File: src/gat_debug_config.svh
`ifndef GAT_DEBUG_CONFIG_SVH
`define GAT_DEBUG_CONFIG_SVH

// Stages of the observed pipeline: SpMM, DMVM, softmax and aggregation.
`define DBG_NUM_STAGES 4

// Sparse processing-element lanes and the width of one lane result.
`define DBG_NUM_LANES 16
`define DBG_LANE_W 12

// Weight-buffer read address and feature-buffer write address widths.
`define DBG_WH_ADDR_W 14
`define DBG_FEAT_ADDR_W 16

// All event counters share this width and wrap at the top.
`define DBG_CNT_W 32

// Sparse data per row, reported in the low byte of the ID register.
`define DBG_NUM_SPARSE 12

// Feature writes at or above this address count as overflow after reset.
`define DBG_FEAT_LIMIT_RST 43328

`endif
File: src/dbg_apb_pkg.sv
package dbg_apb_pkg;

  typedef logic [7:0] apb_addr_t;

  typedef logic [31:0] apb_data_t;

  // Byte offsets of the debug registers. Any other offset is an error.
  typedef enum apb_addr_t {
    REG_ID            = 8'h00,
    REG_CTRL          = 8'h04,
    REG_FLAGS         = 8'h08,
    REG_CNT0          = 8'h0C,
    REG_CNT1          = 8'h10,
    REG_CNT2          = 8'h14,
    REG_CNT3          = 8'h18,
    REG_CAP_ADDR0     = 8'h1C,
    REG_CAP_ADDR1     = 8'h20,
    REG_CAP_LANE      = 8'h24,
    REG_CAP_DATA0     = 8'h28,
    REG_CAP_DATA1     = 8'h2C,
    REG_FEAT_LIMIT    = 8'h30,
    REG_FEAT_OVF_CNT  = 8'h34,
    REG_FEAT_OVF_ADDR = 8'h38
  } dbg_reg_e;

endpackage

File: src/dbg_pkg.sv
`include "gat_debug_config.svh"

package dbg_pkg;

  // One bit per stage, SpMM in the top bit down to aggregation in bit 0.
  typedef logic [`DBG_NUM_STAGES-1:0] stage_flags_t;

  // A single processing-element result.
  typedef logic [`DBG_LANE_W-1:0] lane_data_t;

  // All lanes side by side, lane 0 in the low bits.
  typedef logic [`DBG_NUM_LANES*`DBG_LANE_W-1:0] sppe_bus_t;

  typedef logic [$clog2(`DBG_NUM_LANES)-1:0] lane_sel_t;

  typedef logic [`DBG_WH_ADDR_W-1:0] wh_addr_t;

  typedef logic [`DBG_FEAT_ADDR_W-1:0] feat_addr_t;

  typedef logic [`DBG_CNT_W-1:0] dbg_cnt_t;

endpackage

File: src/gat_debug_top.sv
`timescale 1ns/10ps

module gat_debug_top
  import dbg_pkg::*;
  import dbg_apb_pkg::*;
(
  input  logic       clk,
  input  logic       rst_n,
  input  logic       psel_i,
  input  logic       penable_i,
  input  logic       pwrite_i,
  input  apb_addr_t  paddr_i,
  input  apb_data_t  pwdata_i,
  output apb_data_t  prdata_o,
  output logic       pready_o,
  output logic       pslverr_o,
  input  logic       spmm_vld_i,
  input  logic       spmm_rdy_i,
  input  logic       dmvm_vld_i,
  input  logic       dmvm_rdy_i,
  input  logic       sm_vld_i,
  input  logic       sm_rdy_i,
  input  logic       aggr_vld_i,
  input  logic       aggr_rdy_i,
  input  wh_addr_t   wh_bram_addr_i,
  input  sppe_bus_t  sppe_i,
  input  feat_addr_t feat_bram_addr_i,
  input  logic       feat_bram_ena_i
);

  stage_flags_t vld;
  stage_flags_t rdy;
  stage_flags_t vld_flags;
  stage_flags_t rdy_flags;
  logic         flag_clr;
  logic         cnt_clr;
  logic         cap_en;
  wh_addr_t     cap_addr0;
  wh_addr_t     cap_addr1;
  lane_sel_t    cap_lane;
  feat_addr_t   feat_limit;
  dbg_cnt_t     cnt0;
  dbg_cnt_t     cnt1;
  dbg_cnt_t     cnt2;
  dbg_cnt_t     cnt3;
  lane_data_t   cap_data0;
  lane_data_t   cap_data1;
  logic         feat_ena_seen;
  logic         feat_ovf_seen;
  dbg_cnt_t     feat_ovf_cnt;
  feat_addr_t   feat_ovf_addr;

  // Pipeline order from the top bit down: SpMM, DMVM, softmax, aggregation.
  assign vld = {spmm_vld_i, dmvm_vld_i, sm_vld_i, aggr_vld_i};
  assign rdy = {spmm_rdy_i, dmvm_rdy_i, sm_rdy_i, aggr_rdy_i};

  dbg_ctrl i_ctrl (
    .clk             (clk),
    .rst_n           (rst_n),
    .psel_i          (psel_i),
    .penable_i       (penable_i),
    .pwrite_i        (pwrite_i),
    .paddr_i         (paddr_i),
    .pwdata_i        (pwdata_i),
    .prdata_o        (prdata_o),
    .pready_o        (pready_o),
    .pslverr_o       (pslverr_o),
    .flag_clr_o      (flag_clr),
    .cnt_clr_o       (cnt_clr),
    .cap_en_o        (cap_en),
    .cap_addr0_o     (cap_addr0),
    .cap_addr1_o     (cap_addr1),
    .cap_lane_o      (cap_lane),
    .feat_limit_o    (feat_limit),
    .vld_flags_i     (vld_flags),
    .rdy_flags_i     (rdy_flags),
    .cnt0_i          (cnt0),
    .cnt1_i          (cnt1),
    .cnt2_i          (cnt2),
    .cnt3_i          (cnt3),
    .cap_data0_i     (cap_data0),
    .cap_data1_i     (cap_data1),
    .feat_ena_seen_i (feat_ena_seen),
    .feat_ovf_seen_i (feat_ovf_seen),
    .feat_ovf_cnt_i  (feat_ovf_cnt),
    .feat_ovf_addr_i (feat_ovf_addr)
  );

  stage_flag_tracker i_flags (
    .clk         (clk),
    .rst_n       (rst_n),
    .clr_i       (flag_clr),
    .vld_i       (vld),
    .rdy_i       (rdy),
    .vld_flags_o (vld_flags),
    .rdy_flags_o (rdy_flags)
  );

  stage_event_counter i_counter (
    .clk    (clk),
    .rst_n  (rst_n),
    .clr_i  (cnt_clr),
    .vld_i  (vld),
    .rdy_i  (rdy),
    .cnt0_o (cnt0),
    .cnt1_o (cnt1),
    .cnt2_o (cnt2),
    .cnt3_o (cnt3)
  );

  sppe_capture i_capture (
    .clk        (clk),
    .rst_n      (rst_n),
    .en_i       (cap_en),
    .addr0_i    (cap_addr0),
    .addr1_i    (cap_addr1),
    .lane_i     (cap_lane),
    .wh_addr_i  (wh_bram_addr_i),
    .spmm_rdy_i (spmm_rdy_i),
    .sppe_i     (sppe_i),
    .data0_o    (cap_data0),
    .data1_o    (cap_data1)
  );

  feat_write_monitor i_feat_mon (
    .clk         (clk),
    .rst_n       (rst_n),
    .clr_i       (flag_clr),
    .limit_i     (feat_limit),
    .feat_addr_i (feat_bram_addr_i),
    .feat_ena_i  (feat_bram_ena_i),
    .ena_seen_o  (feat_ena_seen),
    .ovf_seen_o  (feat_ovf_seen),
    .ovf_cnt_o   (feat_ovf_cnt),
    .ovf_addr_o  (feat_ovf_addr)
  );

endmodule

File: src/feat_write_monitor.sv
`timescale 1ns/10ps

module feat_write_monitor
  import dbg_pkg::*;
(
  input  logic       clk,
  input  logic       rst_n,
  input  logic       clr_i,
  input  feat_addr_t limit_i,
  input  feat_addr_t feat_addr_i,
  input  logic       feat_ena_i,
  output logic       ena_seen_o,
  output logic       ovf_seen_o,
  output dbg_cnt_t   ovf_cnt_o,
  output feat_addr_t ovf_addr_o
);

  logic ovf;

  // A write past the programmed end of the feature buffer.
  assign ovf = feat_ena_i && (feat_addr_i >= limit_i);

  always_ff @(posedge clk or negedge rst_n) begin
    if (!rst_n) begin
      ena_seen_o <= 1'b0;
      ovf_seen_o <= 1'b0;
      ovf_cnt_o  <= '0;
      ovf_addr_o <= '0;
    end else if (clr_i) begin
      ena_seen_o <= 1'b0;
      ovf_seen_o <= 1'b0;
      ovf_cnt_o  <= '0;
      ovf_addr_o <= '0;
    end else begin
      if (feat_ena_i) begin
        ena_seen_o <= 1'b1;
      end
      if (ovf) begin
        ovf_seen_o <= 1'b1;
        ovf_cnt_o  <= ovf_cnt_o + 1'b1;
        ovf_addr_o <= feat_addr_i;
      end
    end
  end

endmodule

File: src/sppe_capture.sv
`timescale 1ns/10ps
`include "gat_debug_config.svh"

module sppe_capture
  import dbg_pkg::*;
(
  input  logic       clk,
  input  logic       rst_n,
  input  logic       en_i,
  input  wh_addr_t   addr0_i,
  input  wh_addr_t   addr1_i,
  input  lane_sel_t  lane_i,
  input  wh_addr_t   wh_addr_i,
  input  logic       spmm_rdy_i,
  input  sppe_bus_t  sppe_i,
  output lane_data_t data0_o,
  output lane_data_t data1_o
);

  lane_data_t lane_data;
  logic       arm;
  logic       hit0;
  logic       hit1;

  assign lane_data = sppe_i[lane_i*`DBG_LANE_W +: `DBG_LANE_W];

  // A slot only samples while capture is on and SpMM is accepting data.
  assign arm  = en_i && spmm_rdy_i;
  assign hit0 = arm && (wh_addr_i == addr0_i);
  assign hit1 = arm && (wh_addr_i == addr1_i);

  // The slots are independent, so both load when the two addresses are equal.
  always_ff @(posedge clk or negedge rst_n) begin
    if (!rst_n) begin
      data0_o <= '0;
      data1_o <= '0;
    end else begin
      if (hit0) begin
        data0_o <= lane_data;
      end
      if (hit1) begin
        data1_o <= lane_data;
      end
    end
  end

endmodule

File: src/stage_event_counter.sv
`timescale 1ns/10ps

module stage_event_counter
  import dbg_pkg::*;
(
  input  logic         clk,
  input  logic         rst_n,
  input  logic         clr_i,
  input  stage_flags_t vld_i,
  input  stage_flags_t rdy_i,
  output dbg_cnt_t     cnt0_o,
  output dbg_cnt_t     cnt1_o,
  output dbg_cnt_t     cnt2_o,
  output dbg_cnt_t     cnt3_o
);

  stage_flags_t xfer;
  dbg_cnt_t     cnt_q [$bits(stage_flags_t)];

  // A handshake completes in any cycle where valid and ready are both high.
  assign xfer = vld_i & rdy_i;

  for (genvar i = 0; i < $bits(stage_flags_t); i++) begin : g_cnt
    always_ff @(posedge clk or negedge rst_n) begin
      if (!rst_n) begin
        cnt_q[i] <= '0;
      end else if (clr_i) begin
        cnt_q[i] <= '0;
      end else if (xfer[i]) begin
        cnt_q[i] <= cnt_q[i] + 1'b1;
      end
    end
  end

  // Counter 0 follows SpMM, which sits in the top bit of the stage vectors.
  assign cnt0_o = cnt_q[3];
  assign cnt1_o = cnt_q[2];
  assign cnt2_o = cnt_q[1];
  assign cnt3_o = cnt_q[0];

endmodule

File: src/stage_flag_tracker.sv
`timescale 1ns/10ps

module stage_flag_tracker
  import dbg_pkg::*;
(
  input  logic         clk,
  input  logic         rst_n,
  input  logic         clr_i,
  input  stage_flags_t vld_i,
  input  stage_flags_t rdy_i,
  output stage_flags_t vld_flags_o,
  output stage_flags_t rdy_flags_o
);

  // Every flag latches the first high cycle of its input and keeps it.
  // A clear in the same cycle as a new event wins.
  always_ff @(posedge clk or negedge rst_n) begin
    if (!rst_n) begin
      vld_flags_o <= '0;
      rdy_flags_o <= '0;
    end else if (clr_i) begin
      vld_flags_o <= '0;
      rdy_flags_o <= '0;
    end else begin
      vld_flags_o <= vld_flags_o | vld_i;
      rdy_flags_o <= rdy_flags_o | rdy_i;
    end
  end

endmodule

File: src/dbg_ctrl.sv
`timescale 1ns/10ps
`include "gat_debug_config.svh"

module dbg_ctrl
  import dbg_pkg::*;
  import dbg_apb_pkg::*;
(
  input  logic         clk,
  input  logic         rst_n,
  input  logic         psel_i,
  input  logic         penable_i,
  input  logic         pwrite_i,
  input  apb_addr_t    paddr_i,
  input  apb_data_t    pwdata_i,
  output apb_data_t    prdata_o,
  output logic         pready_o,
  output logic         pslverr_o,
  output logic         flag_clr_o,
  output logic         cnt_clr_o,
  output logic         cap_en_o,
  output wh_addr_t     cap_addr0_o,
  output wh_addr_t     cap_addr1_o,
  output lane_sel_t    cap_lane_o,
  output feat_addr_t   feat_limit_o,
  input  stage_flags_t vld_flags_i,
  input  stage_flags_t rdy_flags_i,
  input  dbg_cnt_t     cnt0_i,
  input  dbg_cnt_t     cnt1_i,
  input  dbg_cnt_t     cnt2_i,
  input  dbg_cnt_t     cnt3_i,
  input  lane_data_t   cap_data0_i,
  input  lane_data_t   cap_data1_i,
  input  logic         feat_ena_seen_i,
  input  logic         feat_ovf_seen_i,
  input  dbg_cnt_t     feat_ovf_cnt_i,
  input  feat_addr_t   feat_ovf_addr_i
);

  localparam logic [7:0] id_version = 8'h01;

  typedef enum logic [1:0] {IDLE, SETUP, ACCESS} apb_state_e;

  apb_state_e state_q;
  apb_state_e state_d;
  apb_data_t  id_word;
  apb_data_t  rd_data;
  logic       access;
  logic       proto_err;
  logic       reg_mapped;
  logic       reg_ro;
  logic       slverr;
  logic       wr_en;

  always_comb begin
    if (psel_i && !penable_i) begin
      state_d = SETUP;
    end else if (psel_i && penable_i && state_q == SETUP) begin
      state_d = ACCESS;
    end else begin
      state_d = IDLE;
    end
  end

  // An access cycle that did not follow a setup cycle breaks the protocol.
  assign access    = psel_i && penable_i;
  assign proto_err = access && (state_q != SETUP);
  assign id_word   = {id_version, 16'h0000, 8'(`DBG_NUM_SPARSE)};

  always_comb begin
    reg_mapped = 1'b1;
    reg_ro     = 1'b1;
    rd_data    = '0;
    case (paddr_i)
      REG_ID:            rd_data = id_word;
      REG_FLAGS: begin
        rd_data = apb_data_t'({feat_ovf_seen_i, feat_ena_seen_i, vld_flags_i, rdy_flags_i});
      end
      REG_CNT0:          rd_data = cnt0_i;
      REG_CNT1:          rd_data = cnt1_i;
      REG_CNT2:          rd_data = cnt2_i;
      REG_CNT3:          rd_data = cnt3_i;
      REG_CAP_DATA0:     rd_data = apb_data_t'(cap_data0_i);
      REG_CAP_DATA1:     rd_data = apb_data_t'(cap_data1_i);
      REG_FEAT_OVF_CNT:  rd_data = feat_ovf_cnt_i;
      REG_FEAT_OVF_ADDR: rd_data = apb_data_t'(feat_ovf_addr_i);
      REG_CTRL: begin
        // The clear bits are pulses and always read back as zero.
        reg_ro  = 1'b0;
        rd_data = apb_data_t'({cap_en_o, 2'b00});
      end
      REG_CAP_ADDR0: begin
        reg_ro  = 1'b0;
        rd_data = apb_data_t'(cap_addr0_o);
      end
      REG_CAP_ADDR1: begin
        reg_ro  = 1'b0;
        rd_data = apb_data_t'(cap_addr1_o);
      end
      REG_CAP_LANE: begin
        reg_ro  = 1'b0;
        rd_data = apb_data_t'(cap_lane_o);
      end
      REG_FEAT_LIMIT: begin
        reg_ro  = 1'b0;
        rd_data = apb_data_t'(feat_limit_o);
      end
      default: reg_mapped = 1'b0;
    endcase
  end

  assign slverr    = !reg_mapped || (pwrite_i && reg_ro) || proto_err;
  assign wr_en     = access && pwrite_i && !slverr;
  assign pready_o  = access;
  assign pslverr_o = access && slverr;
  assign prdata_o  = rd_data;

  // Clear pulses act at the same edge that completes the write.
  assign flag_clr_o = wr_en && (paddr_i == REG_CTRL) && pwdata_i[0];
  assign cnt_clr_o  = wr_en && (paddr_i == REG_CTRL) && pwdata_i[1];

  always_ff @(posedge clk or negedge rst_n) begin
    if (!rst_n) begin
      state_q      <= IDLE;
      cap_en_o     <= 1'b0;
      cap_addr0_o  <= '0;
      cap_addr1_o  <= '0;
      cap_lane_o   <= '0;
      feat_limit_o <= feat_addr_t'(`DBG_FEAT_LIMIT_RST);
    end else begin
      state_q <= state_d;
      if (wr_en) begin
        case (paddr_i)
          REG_CTRL:       cap_en_o     <= pwdata_i[2];
          REG_CAP_ADDR0:  cap_addr0_o  <= pwdata_i[$bits(wh_addr_t)-1:0];
          REG_CAP_ADDR1:  cap_addr1_o  <= pwdata_i[$bits(wh_addr_t)-1:0];
          REG_CAP_LANE:   cap_lane_o   <= pwdata_i[$bits(lane_sel_t)-1:0];
          REG_FEAT_LIMIT: feat_limit_o <= pwdata_i[$bits(feat_addr_t)-1:0];
          default: ;
        endcase
      end
    end
  end

endmodule

File: config.mk
export PLATFORM = sky130hd
export DESIGN_NAME = gat_debug_top
export DESIGN_NICKNAME = d
export VERILOG_FILES = /design/src/dbg_apb_pkg.sv /design/src/dbg_pkg.sv /design/src/gat_debug_top.sv /design/src/feat_write_monitor.sv /design/src/sppe_capture.sv /design/src/stage_event_counter.sv /design/src/stage_flag_tracker.sv /design/src/dbg_ctrl.sv
export VERILOG_INCLUDE_DIRS = /design/src
export SDC_FILE = /design/constraint.sdc
export NUM_CORES = 1
export LEC_CHECK = 0
export BUFFER_PORTS_ARGS = -buffer_cell sky130_fd_sc_hd__buf_2
export CORE_UTILIZATION = 51
export CTS_CLUSTER_DIAMETER = 80
export DETAILED_ROUTE_END_ITERATION = 6
export GPL_TIMING_DRIVEN = 1
export PLACE_DENSITY = 0.78
export SLEW_MARGIN = 30
export SYNTH_ARGS = -nofsm -noshare
export SYNTH_HDL_FRONTEND = slang
export SYNTH_SLANG_ARGS = --single-unit
export TNS_END_PERCENT = 1
File: constraint.sdc
create_clock -name clk -period 2.8 [get_ports clk]
set_clock_uncertainty 0.1 [all_clocks]
set_input_delay 0.42 -clock clk [delete_from_list [all_inputs] [get_ports clk]]
set_output_delay 0.42 -clock clk [all_outputs]
set_load 0.1 [all_outputs]
==> out/results.tsv, run 1 <==
metric	value	unit
clock root buffer	clkbuf_16	
Synth top area share	40.7	%
WHS	0.00899	ns
# IOs	310	
Yosys reg bits	261	
share of cells above drive strength 1	33.1	%
design area	0.0204	mm2
# setup viols final	5	
DIE WIDTH	178	um
fill cell total of the finished layout	2346	
Clock transition at path regs	0.07	ns
RSZ-0062 raised after global routing	yes	
Place WS	-0.292	ns
GPL Wtd Cong	0.983	
failing checks	negative setup slack	
Detailed Place HPWL	44700	um
Seq/Total Area, Yosys	41.6	%
largest cells by area after synthesis	dfrtp_1 (41%), mux4_2 (8.6%), xor2_1 (5.4%), mux2_2 (4.9%), nor2_1 (4.3%)	
Vias	15029	
antenna-violating nets left	0	
WP data required	2.28	ns
outcome	finished with violations	
Post-synth top flop	dfrtp_1	
die area	0.0316	mm2
hold path cells	3	
Power Density	476	mW/mm2
core area	0.0300	mm2
Site Rows	63	
syn_area_per_cell	9.91	um2
min-delay worst type	primary input to register	
part of the cycle the worst path needs	102	%
CTS tree	done	
Static Leakage	9.09	nW
worst hold path endpoint	i_flags.vld_flags_o[0]	
VDD IR max	454	uV
Syn. warnings	0	
routed vias/inst	6.33	
Achievable Freq	351	MHz
setup slack after layout	-0.0491	ns
first-pass GRT wire length	86600	um
Synth area leader	dfrtp_1	
Die H	178	um
final setup TNS	-0.133	ns
crit path max fanout	7	
initial antenna violation count	11	
post-synth cell types	68	
DR pass1 iterations	5	
Worst setup SP type	primary input	
post-layout min period	2.85	ns
CP Class	primary input to primary output	
final WL	57900	um
FF-to-FF path depth	9	
vias in the first global route	14815	
Max-Cap Viols	0	
reg2reg end	i_feat_mon.ovf_cnt_o[9]	
Post-DP Area	0.0191	mm2
Min-Delay Startpoint	aggr_vld_i	
final hold violations	0	
drt drc	0	
Worst EP arrival	2.33	ns
I/O Buffers	293	
Mapped Area	0.0157	mm2
RR Startpoint	i_ctrl.feat_limit_o[2]	
Post-Synthesis Cells	1588	
Initial DRC Count	1736	
clock buffer depth	3	
Worst-Margin Slew	0.647	ns
H-tree depth	1	
Area Growth Syn to Fin	29.4	%
Final nets	2251	
largest net degree at the start of global routing	75	
endpoint class of the critical path	primary output	
TritonCTS Buffers	30	
Post-Synthesis Net Count	1885	
Max Slew Vio Count	0	
relative slew slack	56.5	%
Starting Density	52.5	%
ys async rst share	100	%
Post-synth EDFFs	0	
gr ovfl total	0	
GRT Resource Usage Total	36.7	%
Clock Latency Late Sink	0.56	ns
R2R Setup Slk	-0.01	ns
Avg WL per Cell	24.4	um
CTS Sinks	261	
==> layout make-up <==
class                           count  area (um2)  share of cell area, %
Inverter                           41         154                  0.756
Clock inverter                      8         125                  0.614
Timing Repair Buffer              420        3220                   15.8
Sequential cell                   261        6550                   32.2
Clock buffer                       48         930                   4.56
Multi-Input combinational cell   1200        8880                   43.6
Tap cell                          390         488                   2.40
Antenna cell                        8        20.0                 0.0983
==> where the power goes <==
part | leakage, nW | internal, mW | switching (mW) | total, mW
Combinational | 5.11 | 0.539 | 0.628 | 1.17
Clock | 0.515 | 2.54 | 1.63 | 4.17
Sequential | 3.47 | 4.00 | 0.369 | 4.36
Total | 9.09 | 7.08 | 2.63 | 9.70
==> layout by cell type, fill, tap and decap left out, types with 40 or more instances in the layout <==
cell type    n
a21oi_1     67
a22oi_1     47
buf_12      54
buf_2      257
buf_4       96
dfrtp_1    248
inv_1       41
mux2_2      68
mux4_2      60
nand2_1    164
nand3_1     77
nand4_1     40
nor2_1     179
xnor2_1     48
xor2_1      97
==> stage by stage <==
| stage | instances | utilization [%] | power [mW] |
|---|---|---|---|
| 6_report | 2376 | 68.0 | 9.70 |
| 5_1_grt | 2376 | 68.0 | 10.0 |
| 4_1_cts | 2366 | 67.4 | 9.68 |
| 3_5_place_dp | 2303 | 63.6 | 5.52 |
| 3_3_place_gp | 2303 | 63.6 | 5.47 |
| 2_1_floorplan | 1588 | - | 4.84 |
==> worst max path at each step <==
| stage | from | end | slack, ns | depth (start not counted) |
|---|---|---|---|---|
| after floorplan | paddr_i[6] | prdata_o[11] | -0.47 | 7 |
| after global placement | feat_bram_addr_i[0] | i_feat_mon.ovf_cnt_o[4] | -0.21 | 10 |
| after detailed placement | feat_bram_addr_i[0] | i_feat_mon.ovf_addr_o[4] | -0.29 | 10 |
| after CTS | paddr_i[5] | prdata_o[6] | -0.009 | 8 |
| after global routing | i_ctrl.feat_limit_o[8] | i_feat_mon.ovf_cnt_o[9] | -0.05 | 8 |
| final | paddr_i[5] | prdata_o[0] | -0.05 | 9 |
==> Yosys cell counts, types with 11 or more instances <==
cell type and count:
and2_1 16, a222oi_1 19, xor2_1 97, xnor2_1 48
ha_1 21, dfrtp_1 256, mux2_2 68, a22o_1 14
o31ai_1 20, nor4_1 11, nand2_1 165, buf_2 32
mux4_2 60, o21ai_0 32, nand4_1 40, a21oi_1 76
mux2i_1 13, nand3_1 80, a22oi_1 47, and4_1 19
and3_1 20, inv_1 41, clkbuf_1 41, buf_1 12
nor2_1 182, or3_1 16, or4_1 22, nor3_1 26
==> critical path: stages <==
cell and delay (ns):
buf_2 0.18, buf_6 0.15, nor4_2 0.06, buf_4 0.18, buf_4 0.16, a22o_1 0.26, a222oi_1 0.33, nand4_1 0.32
buf_12 0.27
==> logic make-up after synthesis <==
kind of cell	count (synthesis)	share of synthesized area [%]
adders and majority gates	21	1.67
AOI/OAI and AO/OA	246	10.6
xor gates and xnor gates	145	8.07
and+or+nand+nor	636	19.8
DFF	261	41.6
buffers and inverters	129	3.39
muxes	150	14.9
==> flip-flops by register name, summed over array words and instances, names as in the netlist, 14 cells and up <==
register,flops
i_counter.cnt0_o,32
i_counter.cnt1_o,32
i_counter.cnt2_o,32
i_counter.cnt3_o,32
i_feat_mon.ovf_cnt_o,32
i_ctrl.feat_limit_o,16
i_feat_mon.ovf_addr_o,16
i_ctrl.cap_addr0_o,14
i_ctrl.cap_addr1_o,14
==> routing by layer <==
| layer | routed length, um | GRT usage [%] | vias to the layer above |
|---|---|---|---|
| li1 | - | - | 6553 |
| met1 | 21300 | 45.2 | 7388 |
| met2 | 28100 | 61.7 | 883 |
| met3 | 4810 | 5.81 | 201 |
| met4 | 3750 | 20.0 | 4 |
| met5 | 24 | 0 | - |
==> timing repair <==
item                                   in CTS  in global routing
hold buffers                                7                  0
resized for setup                           6                 42
pin swaps                                   0                 18
setup endpoints to repair                  32                 67
cloned                                      0                  2
setup buffers                               0                  0
endpoints found under the hold margin      72                  0
(Power assumes the default switching activity.)
==> run 2: changes to the inputs <==
- BUFFER_PORTS_ARGS: -buffer_cell sky130_fd_sc_hd__buf_2 -> unset
- CORE_UTILIZATION: 51 -> 55
- DONT_BUFFER_PORTS: unset -> 1
- PLACE_DENSITY: 0.78 -> 0.73
==> run 2 against run 1 <==
The flow finishes with violations (negative hold slack, negative setup slack). Routed wire length is 1.8% lower. Core utilization up 0.11 points. First-iteration DRC count grew 6.2%. Combinational power down 28%. Via count fell by 6.1%. Cell area down 6.6%. Non-clock buffer count is 267 lower. Sequential power is essentially flat. Critical path type is now register to primary output.
==> out/results.tsv, run 2 (synthesis results as in run 1) <==
metric	value	unit
outcome	finished with violations	
failing checks	negative hold slack, negative setup slack	
post-layout min period	2.84	ns
final hold violations	256	
core area	0.0279	mm2
Clock transition at path regs	0.06	ns
storage element area	0.00655	mm2
Slowest-stage cell, CP	dfrtp_1	
Max Slew Vio Count	0	
first-pass GRT wire length	83800	um
DR pass1 iterations	6	
Achievable Freq	352	MHz
routed vias/inst	6.67	
CP Class	register to primary output	
Worst EP arrival	2.32	ns
Avg WL per Cell	26.9	um
TritonCTS Buffers	29	
antenna-violating nets left	0	
largest stage delay on the critical path	0.44	ns
H-tree depth	1	
area of the multi-input gates	0.00886	mm2
min-delay worst type	primary input to asynchronous set/reset pin	
Power Density	488	mW/mm2
fill cell total of the finished layout	2138	
Initial DRC Count	1844	
endpoint class of the critical path	primary output	
Worst setup SP type	register	
placed insts	1985	
CTS Sinks	261	
GRT Resource Usage Total	39.3	%
WP data required	2.28	ns
largest net degree at the start of global routing	262	
crit path max fanout	5	
Worst-Margin Slew	0.804	ns
vias in the first global route	13671	
share of cells above drive strength 1	20.5	%
# hold bufs at CTS	43	
commonest non-fill, non-tap cell in the layout	dfrtp_1	
Vias	14110	
Max-Cap Viols	0	
final setup TNS	-0.218	ns
CTS tree	done	
clock root buffer	clkbuf_16	
Non-Filler Instances	2117	
die area	0.0293	mm2
R2R Setup Slk	-0.04	ns
# setup viols final	15	
final WL	56900	um
WHS	-0.535	ns
Tot Pwr	9.29	mW
Static Leakage	7.96	nW
Clock Latency Late Sink	0.56	ns
part of the cycle the worst path needs	101	%
initial antenna violation count	30	
# IOs	310	
Starting Density	56.3	%
drt drc	0	
Die H	171	um
I/O Buffers	0	
Layout Utilization	68.1	%
reg2reg end	i_feat_mon.ovf_cnt_o[5]	
Site Rows	61	
Final nets	1981	
Area Growth Syn to Fin	20.9	%
GPL Wtd Cong	1.04	
FF-to-FF path depth	8	
VDD IR max	500	uV
RSZ-0062 raised after global routing	yes	
relative slew slack	46.3	%
gr ovfl total	0	
Detailed Place HPWL	42900	um
DIE WIDTH	171	um
crit-path cells	mux2i_1 -> o21ai_0 -> a222oi_1 -> nand4_1 -> buf_12	
RR Startpoint	i_ctrl.feat_limit_o[8]	
commonest cells after routing, fill and taps aside	dfrtp_1 (252), nor2_1 (179), nand2_1 (165), xor2_1 (97), nand3_1 (80)	
setup slack after layout	-0.0416	ns
clock buffer depth	3	
run 2: worst max path at each step:
| stage | startpoint | endpoint | slack, ns |
|---|---|---|---|
| 2_1_floorplan | paddr_i[6] | prdata_o[11] | -0.47 |
| 3_3_place_gp | i_ctrl.feat_limit_o[6] | i_feat_mon.ovf_cnt_o[11] | 0.06 |
| 3_5_place_dp | i_ctrl.feat_limit_o[6] | i_feat_mon.ovf_cnt_o[15] | 0.008 |
| 4_1_cts | i_counter.cnt0_o[0] | prdata_o[0] | -0.01 |
| 5_1_grt | i_ctrl.feat_limit_o[11] | i_feat_mon.ovf_cnt_o[22] | -0.11 |
| 6_report | i_counter.cnt0_o[0] | prdata_o[0] | -0.04 |
run 2: timing repair:
action,in CTS,in global routing
cloned,0,1
setup buffers,0,2
resized for setup,1,31
pin swaps,6,29
setup endpoints to repair,6,22
endpoints found under the hold margin,339,261
run 2: layout make-up:
cell class	count	area share, %
Multi-Input combinational cell	1198	46.6
Clock inverter	12	0.862
Timing Repair Buffer	153	9.89
Antenna cell	33	0.434
Clock buffer	41	4.52
Sequential cell	261	34.4
Tap cell	378	2.49
Inverter	41	0.809
run 2: per-stage QoR:
step	hold WS (ns)	worst slack, ns	area, um2
finish	-0.535	-0.0416	19000
floorplan	0.0244	-0.471	15800
detailed placement	0.0372	0.00765	17300
CTS	-0.544	-0.0137	18800
global route	-0.550	-0.108	19000
global placement	0.0392	0.0569	17300
run 2: critical path: cells and delay by family, from the launching register on:
kind / cells / cell delay, ns
AO/OA/AOI/OAI: 2 / 0.57
flip-flops: 1 / 0.44
AND/OR/NAND/NOR: 1 / 0.33
buffers and inverters: 1 / 0.27
multiplexers: 1 / 0.14
run 2: power breakdown:
part	switching, mW	internal [mW]
Sequential	0.364	3.99
Combinational	0.421	0.419
Clock	1.60	2.49
run 2: layer usage:
layer	track usage [%]	routed length (um)	up-vias
li1	-	-	6045
met1	47.5	20800	6996
met2	62.4	26300	859
met3	10.0	5500	208
met4	24.6	4260	2
met5	4.52	13	-
